File: src/rtl/mpu_pkg.sv
/* Shared constants, PMA region attribute type and the request, lookup
   and response payload types of the PMA checker */

package mpu_pkg;

  //////////////////////////////////////////////////////////////////////
  // Sizes
  //////////////////////////////////////////////////////////////////////

  parameter int ADDR_W          = 32;
  parameter int MAX_PMA_REGIONS = 16;

  // Region bounds are word addresses
  parameter int WORD_ADDR_W     = ADDR_W - 2;

  //////////////////////////////////////////////////////////////////////
  // Region attributes
  //////////////////////////////////////////////////////////////////////

  // Bounds are inclusive low, exclusive high, in 32-bit words
  typedef struct packed {
    logic [WORD_ADDR_W-1:0] word_addr_low;
    logic [WORD_ADDR_W-1:0] word_addr_high;
    logic                   main;
    logic                   bufferable;
    logic                   cacheable;
    logic                   atomic;
  } pma_cfg_t;

  // Regions exist but none matched, treated as I/O
  parameter pma_cfg_t PMA_R_DEFAULT = '0;

  // No regions configured at all, everything is plain main memory
  parameter pma_cfg_t NO_PMA_R_DEFAULT = '{
    main:    1'b1,
    atomic:  1'b1,
    default: '0
  };

  // Debug module window while in debug mode
  parameter pma_cfg_t PMA_DBG_CFG = '{
    main:    1'b1,
    default: '0
  };

  //////////////////////////////////////////////////////////////////////
  // Pipeline payloads
  //////////////////////////////////////////////////////////////////////

  // Incoming memory request
  typedef struct packed {
    logic [ADDR_W-1:0] addr;
    logic              instr;
    logic              load;
    logic              misaligned;
    logic              atomic;
    logic              dbg;
  } mpu_req_t;

  // Request with its resolved region, held in stage 1
  typedef struct packed {
    mpu_req_t req;
    pma_cfg_t cfg;
  } mpu_lookup_t;

  // Checked response, held in stage 2
  typedef struct packed {
    logic [ADDR_W-1:0] addr;
    logic              err;
    logic              bufferable;
    logic              cacheable;
  } mpu_resp_t;

endpackage

File: src/rtl/mpu_pipe_stage.sv
/* Single-entry valid/ready register stage for any payload type */

module mpu_pipe_stage #(
  parameter type payload_t = logic
) (
  input  logic     clk,
  input  logic     rst_n,

  // Upstream
  input  logic     valid_i,
  output logic     ready_o,
  input  payload_t data_i,

  // Downstream
  output logic     valid_o,
  input  logic     ready_i,
  output payload_t data_o
);

  logic     valid_q;
  payload_t data_q;

  // Free slot, or the held item leaves this cycle
  assign ready_o = !valid_q || ready_i;

  // Whenever the stage can take data, valid follows the input
  always_ff @(posedge clk or negedge rst_n) begin
    if (!rst_n) begin
      valid_q <= 1'b0;
    end else if (ready_o) begin
      valid_q <= valid_i;
    end
  end

  // Payload only moves on an input handshake
  always_ff @(posedge clk) begin
    if (valid_i && ready_o) begin
      data_q <= data_i;
    end
  end

  assign valid_o = valid_q;
  assign data_o  = data_q;

  //////////////////////////////////////////////////////////////////////
  // Protocol check
  //////////////////////////////////////////////////////////////////////

  // Upstream keeps a stalled item in place until it is taken
  a_hold_when_stalled : assert property (
    @(posedge clk) disable iff (!rst_n)
    valid_i && !ready_o |=> valid_i && $stable(data_i)
  ) else $error("Upstream item changed while stalled");

endmodule

File: src/rtl/mpu_pma.sv
/* Top level of the pipelined PMA checker: region lookup, two register
   stages and attribute resolve behind loose request and response ports */

module mpu_pma #(
  parameter int NUM_REGIONS = 0,
  parameter mpu_pkg::pma_cfg_t PMA_CFG[NUM_REGIONS-1:0] = '{default: mpu_pkg::PMA_R_DEFAULT},
  parameter logic [mpu_pkg::ADDR_W-1:0] DM_REGION_START = 32'hF000_0000,
  parameter logic [mpu_pkg::ADDR_W-1:0] DM_REGION_END   = 32'hF000_3FFF,
  parameter bit IS_INSTR_SIDE = 1'b0
) (
  input  logic                       clk,
  input  logic                       rst_n,

  // Request side
  input  logic                       req_valid_i,
  output logic                       req_ready_o,
  input  logic [mpu_pkg::ADDR_W-1:0] req_addr_i,
  input  logic                       req_instr_i,
  input  logic                       req_load_i,
  input  logic                       req_misaligned_i,
  input  logic                       req_atomic_i,
  input  logic                       req_dbg_i,

  // Response side
  output logic                       resp_valid_o,
  input  logic                       resp_ready_i,
  output logic [mpu_pkg::ADDR_W-1:0] resp_addr_o,
  output logic                       resp_err_o,
  output logic                       resp_bufferable_o,
  output logic                       resp_cacheable_o
);

  mpu_pkg::mpu_req_t    req;
  mpu_pkg::mpu_lookup_t lookup_d;
  mpu_pkg::mpu_lookup_t lookup_q;
  logic                 lookup_valid;
  logic                 lookup_ready;
  mpu_pkg::mpu_resp_t   resp_d;
  mpu_pkg::mpu_resp_t   resp_q;

  assign req.addr       = req_addr_i;
  assign req.instr      = req_instr_i;
  assign req.load       = req_load_i;
  assign req.misaligned = req_misaligned_i;
  assign req.atomic     = req_atomic_i;
  assign req.dbg        = req_dbg_i;

  //////////////////////////////////////////////////////////////////////
  // Stage 1 region lookup
  //////////////////////////////////////////////////////////////////////

  pma_region_lookup #(
    .NUM_REGIONS     (NUM_REGIONS),
    .PMA_CFG         (PMA_CFG),
    .DM_REGION_START (DM_REGION_START),
    .DM_REGION_END   (DM_REGION_END)
  ) region_lookup0 (
    .req_i    (req),
    .lookup_o (lookup_d)
  );

  mpu_pipe_stage #(
    .payload_t (mpu_pkg::mpu_lookup_t)
  ) lookup_stage0 (
    .clk     (clk),
    .rst_n   (rst_n),
    .valid_i (req_valid_i),
    .ready_o (req_ready_o),
    .data_i  (lookup_d),
    .valid_o (lookup_valid),
    .ready_i (lookup_ready),
    .data_o  (lookup_q)
  );

  //////////////////////////////////////////////////////////////////////
  // Stage 2 attribute resolve
  //////////////////////////////////////////////////////////////////////

  pma_attr_resolve #(
    .IS_INSTR_SIDE (IS_INSTR_SIDE)
  ) attr_resolve0 (
    .lookup_i (lookup_q),
    .resp_o   (resp_d)
  );

  mpu_pipe_stage #(
    .payload_t (mpu_pkg::mpu_resp_t)
  ) resp_stage0 (
    .clk     (clk),
    .rst_n   (rst_n),
    .valid_i (lookup_valid),
    .ready_o (lookup_ready),
    .data_i  (resp_d),
    .valid_o (resp_valid_o),
    .ready_i (resp_ready_i),
    .data_o  (resp_q)
  );

  assign resp_addr_o       = resp_q.addr;
  assign resp_err_o        = resp_q.err;
  assign resp_bufferable_o = resp_q.bufferable;
  assign resp_cacheable_o  = resp_q.cacheable;

endmodule

File: src/rtl/pma_attr_resolve.sv
/* Error rule and bufferable/cacheable derivation from the resolved region */

module pma_attr_resolve #(
  parameter bit IS_INSTR_SIDE = 1'b0
) (
  input  mpu_pkg::mpu_lookup_t lookup_i,
  output mpu_pkg::mpu_resp_t   resp_o
);

  logic instr_err;
  logic misaligned_err;
  logic atomic_err;
  logic misaligned_atomic_err;
  logic buf_allowed;

  //////////////////////////////////////////////////////////////////////
  // Error rules
  //////////////////////////////////////////////////////////////////////

  // Fetches only from main memory
  assign instr_err      = lookup_i.req.instr && !lookup_i.cfg.main;

  // I/O regions take no split accesses
  assign misaligned_err = lookup_i.req.misaligned && !lookup_i.cfg.main;

  assign atomic_err     = lookup_i.req.atomic && !lookup_i.cfg.atomic;

  // Atomics must be naturally aligned in every region
  assign misaligned_atomic_err = lookup_i.req.misaligned && lookup_i.req.atomic;

  //////////////////////////////////////////////////////////////////////
  // Attributes
  //////////////////////////////////////////////////////////////////////

  // Loads and instruction fetches are never buffered
  assign buf_allowed = !lookup_i.req.load && !IS_INSTR_SIDE;

  assign resp_o.addr       = lookup_i.req.addr;
  assign resp_o.err        = instr_err || misaligned_err ||
                             atomic_err || misaligned_atomic_err;
  assign resp_o.bufferable = lookup_i.cfg.bufferable && buf_allowed;
  assign resp_o.cacheable  = lookup_i.cfg.cacheable;

endmodule

File: src/rtl/pma_region_lookup.sv
/* Address to PMA region priority match, with the debug window override */

module pma_region_lookup #(
  parameter int NUM_REGIONS = 0,
  parameter mpu_pkg::pma_cfg_t PMA_CFG[NUM_REGIONS-1:0] = '{default: mpu_pkg::PMA_R_DEFAULT},
  parameter logic [mpu_pkg::ADDR_W-1:0] DM_REGION_START = 32'hF000_0000,
  parameter logic [mpu_pkg::ADDR_W-1:0] DM_REGION_END   = 32'hF000_3FFF
) (
  input  mpu_pkg::mpu_req_t    req_i,
  output mpu_pkg::mpu_lookup_t lookup_o
);

  logic              region_hit;
  mpu_pkg::pma_cfg_t region_cfg;
  logic              dbg_hit;
  mpu_pkg::pma_cfg_t resolved_cfg;

  // Bits [1:0] of the address never take part in the compare
  function automatic logic addr_in_region(
    input mpu_pkg::pma_cfg_t        cfg,
    input logic [mpu_pkg::ADDR_W-1:0] addr
  );
    logic lo_ok;
    logic hi_ok;
    lo_ok = {cfg.word_addr_low, 2'b00} <= addr;
    hi_ok = addr < {cfg.word_addr_high, 2'b00};
    return lo_ok && hi_ok;
  endfunction

  //////////////////////////////////////////////////////////////////////
  // Region scan
  //////////////////////////////////////////////////////////////////////

  // Lowest index wins when regions overlap
  always_comb begin
    region_hit = 1'b0;
    region_cfg = mpu_pkg::PMA_R_DEFAULT;
    for (int i = 0; i < NUM_REGIONS; i++) begin
      if (!region_hit && addr_in_region(PMA_CFG[i], req_i.addr)) begin
        region_hit = 1'b1;
        region_cfg = PMA_CFG[i];
      end
    end
  end

  // Debug window is inclusive at both ends
  assign dbg_hit = req_i.dbg &&
                   (req_i.addr >= DM_REGION_START) &&
                   (req_i.addr <= DM_REGION_END);

  always_comb begin
    if (dbg_hit) begin
      resolved_cfg = mpu_pkg::PMA_DBG_CFG;
    end else if (NUM_REGIONS == 0) begin
      resolved_cfg = mpu_pkg::NO_PMA_R_DEFAULT;
    end else if (region_hit) begin
      resolved_cfg = region_cfg;
    end else begin
      resolved_cfg = mpu_pkg::PMA_R_DEFAULT;
    end
  end

  assign lookup_o.req = req_i;
  assign lookup_o.cfg = resolved_cfg;

  //////////////////////////////////////////////////////////////////////
  // Table checks
  //////////////////////////////////////////////////////////////////////

  if (NUM_REGIONS > mpu_pkg::MAX_PMA_REGIONS) begin : g_bad_num_regions
    $fatal(1, "PMA region count %0d above limit %0d", NUM_REGIONS,
           mpu_pkg::MAX_PMA_REGIONS);
  end

  // I/O regions can never be cacheable
  for (genvar i = 0; i < NUM_REGIONS; i++) begin : g_cfg_check
    if (!PMA_CFG[i].main && PMA_CFG[i].cacheable) begin : g_io_cacheable
      $fatal(1, "PMA region %0d is I/O and cacheable", i);
    end
  end

endmodule

File: config.mk
export PLATFORM = sky130hd
export DESIGN_NAME = mpu_pma
export DESIGN_NICKNAME = d
export VERILOG_FILES = /design/src/rtl/mpu_pkg.sv /design/src/rtl/mpu_pipe_stage.sv /design/src/rtl/mpu_pma.sv /design/src/rtl/pma_attr_resolve.sv /design/src/rtl/pma_region_lookup.sv
export SDC_FILE = /design/constraint.sdc
export NUM_CORES = 1
export LEC_CHECK = 0
export BUFFER_PORTS_ARGS = -buffer_cell sky130_fd_sc_hd__buf_4
export CAP_MARGIN = 20
export CORE_ASPECT_RATIO = 0.6
export CORE_MARGIN = 2
export CORE_UTILIZATION = 26
export CTS_BUF_LIST = sky130_fd_sc_hd__clkbuf_8 sky130_fd_sc_hd__clkbuf_16
export DETAILED_ROUTE_END_ITERATION = 8
export HOLD_SLACK_MARGIN = 0.06
export PLACE_DENSITY = 0.52
export SLEW_MARGIN = 40
export SYNTH_ARGS = -nofsm -noshare
export SYNTH_HDL_FRONTEND = slang
export SYNTH_SLANG_ARGS = --single-unit
File: constraint.sdc
create_clock -name clk -period 4.5 [get_ports clk]
set_clock_uncertainty 0.15 [all_clocks]
set_input_delay 0 -clock clk [delete_from_list [all_inputs] [get_ports clk]]
set_output_delay 0 -clock clk [all_outputs]
set_load 0.02 [all_outputs]
==> metrics.txt <==
VDD IR max 0.000300 V; library cells used by synthesis 13; status complete, no violations; Final Critical Period 1.54 ns; largest family of logic cells by synthesized area simple AND/OR/NAND/NOR gates; Syn. warnings 0; via count approximately 1200; Power Density 460 nW/um2; fill count 702; CTS root buffer clkbuf_16; die height 75.3 um; Multi-input gate area ~100 um2; Iter 0 DRT Violations 80; Util after Layout 44.6%; first-pass GRT wire length 6530 um; Tightest Hold Check Type in -> reg; xor and xnor area share after synthesis 0%; Core Box Area 8040 um2; post-route setup slack 2.96 ns; CTS Buffer Depth 2; drt pass-1 iters 4; Synth Area in Compound Gates 0.340%; Synth area leaders edfxtp_1 (93%), dfrtp_1 (2.3%), nand2b_1 (0.85%); antenna violations before repair 0; count leader, synth edfxtp_1; Hold EP lookup_stage0.data_o[0]; postcts setup bufs 0; Row Count 25; Reg clk slew, reported paths ~0.050 ns; Synth Area in Adders 0%; final hold vios 0; Worst EP arrival 1.35 ns; post-synthesis cell count 87; routed wire length 4280 um; Hold Path Origin req_dbg_i; reg2reg setup slack 2.96 ns; FF+latch count, synth 70; largest net degree at the start of global routing 36; mux cell area share after synthesis 0%; CP Launch Type register; Final Slew Violations 0; Reg2Reg Depth 2; number of synthesized flops with an enable pin 68; aggregate global routing overflow 0; leading cell types by count after synthesis edfxtp_1 (68), nand2b_1 (3); critical path class reg -> reg; ys flop type edfxtp_1; post-place setup slack 2.68 ns; clock latency at the later pin of the worst-skew pair approximately 0.33 ns; Ant. Diodes 0; Num CTS Buffers 9; ANT nets after route 0; setup TNS 0 ns; vias in the first global route between 1000 and 1500; Tcrit/Tclk final around 34%; share of cells above drive strength 1 40.9%; Area growth syn-to-layout 62.5%; crit-path max FO 35; # clock sinks 70; initial cell density of the core 27.4%; Static Leak 0.00139 uW; Syn Area/Cell 25.4 um2; RSZ-0062 raised after global routing no; FF/Latch Area between 2000 and 2500 um2; Avg WL per Cell 13.3 um; Post-Syn Area between 2000 and 2500 um2; DR vias/cell 3.74; Die ar. 9260 um2; Yosys top cell area share 92.6%; CTS resizes 0; R2R Path End lookup_stage0.data_o[79]; Seq/Total Area, Yosys 94.8%; Synth Area in Simple Gates 3.80%; gr usage total between 10% and 20%; crit path capture type register; Post-synth ARST share 2.86%; Setup violations, final 0; DR DRC count 0; Achievable Freq 0.650 GHz; post-synth top area cell edfxtp_1; IO Port Bufs 73; Max-Cap Viols 0; r2r startpoint resp_stage0.valid_o; Layout Nets ~250; CTS tree built; io pins roughly 80; RePlAce Congestion roughly 0.69; Worst Hold Path Cells 4; hold buffer count at cts 39; H-tree level count 3; CP required 4.32 ns; Die W 123 um
## cells by family after synthesis
group | count (synthesis)
flops | 70
other cells | 1
buf+inv | 3
compound gates | 1
simple gates | 12
## power breakdown
part | switching (uW) | leakage [uW] | internal (uW)
sequential | 11.4 | 0.000672 | 771
combinational | 74.6 | 0.000555 | 74.6
clock | 242 | 0.000159 | 476
## cells in the final DEF, fill, tap and decap left out
cell type,netlist,final
buf_4,2,74
edfxtp_1,68,68
dlygate4sd3_1,0,39
clkbuf_16,0,9
inv_1,1,3
nand2b_1,3,3
nor4_1,2,2
nor4b_1,2,2
conb_1,1,2
clkinv_2,0,2
bufinv_16,0,2
dfrtp_1,2,2
a21boi_0,1,1
nand3b_1,1,1
and2_4,0,1
and4_1,1,1
nand4_1,1,1
and2_1,2,1
clkinv_1,0,1
## layout make-up
| cell class | instances | area share, % |
|---|---|---|
| multi-input cells | 15 | 2.83 |
| inverters | 1 | 0.105 |
| repair buffers | 113 | 26.4 |
| well taps | 108 | 3.77 |
| clock buffers | 9 | 6.28 |
| flip-flops and latches | 70 | 58.4 |
| clock inverters | 7 | 2.27 |
## critical path: stages, from the launching register on
cell      delay [ns]
dfrtp_1         0.39
nand3b_1        0.15
and2_4          0.48
## sequential cells by signal, indices dropped and copies added (netlist names)
| register | flops |
|---|---|
| lookup_stage0.valid_o | 1 |
| resp_stage0.valid_o | 1 |
| lookup_stage0.data_o | 35 |
| resp_stage0.data_o | 33 |
## how the worst max path moves through the flow
| stage | cells past startpoint | endpoint | slack (ns) | start |
|---|---|---|---|---|
| floorplan | 2 | lookup_stage0.data_o[0] | 2.32 | resp_stage0.valid_o |
| global placement | 2 | lookup_stage0.data_o[85] | 2.70 | resp_stage0.valid_o |
| detailed placement | 2 | lookup_stage0.data_o[99] | 2.68 | resp_stage0.valid_o |
| CTS | 2 | lookup_stage0.data_o[79] | 2.67 | resp_stage0.valid_o |
| global route | 2 | lookup_stage0.data_o[79] | 2.86 | resp_stage0.valid_o |
| finish | 2 | lookup_stage0.data_o[79] | 2.96 | resp_stage0.valid_o |
## layer usage
| metal | share of wire (%) | up-vias | track usage [%] |
|---|---|---|---|
| met1 | 43 | 553 | 12.0 |
| met4 | 0.61 | 0 | 3.45 |
| met5 | 0 | - | 0 |
| met3 | 15 | 3 | 9.21 |
| li1 | - | 591 | - |
| met2 | 41 | 61 | 13.9 |
## metrics by stage
step / cell area, um2 / std cells / hold WS [ns] / power (uW)
after global placement: 2890 / 268 / -0.365 / 918
after floorplan: 2210 / 88 / -0.446 / 845
after CTS: 3580 / 323 / 0.187 / 1670
after global routing: 3580 / 323 / 0.189 / 1720
after detailed placement: 2890 / 268 / -0.365 / 920
final: 3580 / 323 / 0.176 / 1650
(Power assumes the default switching activity.)
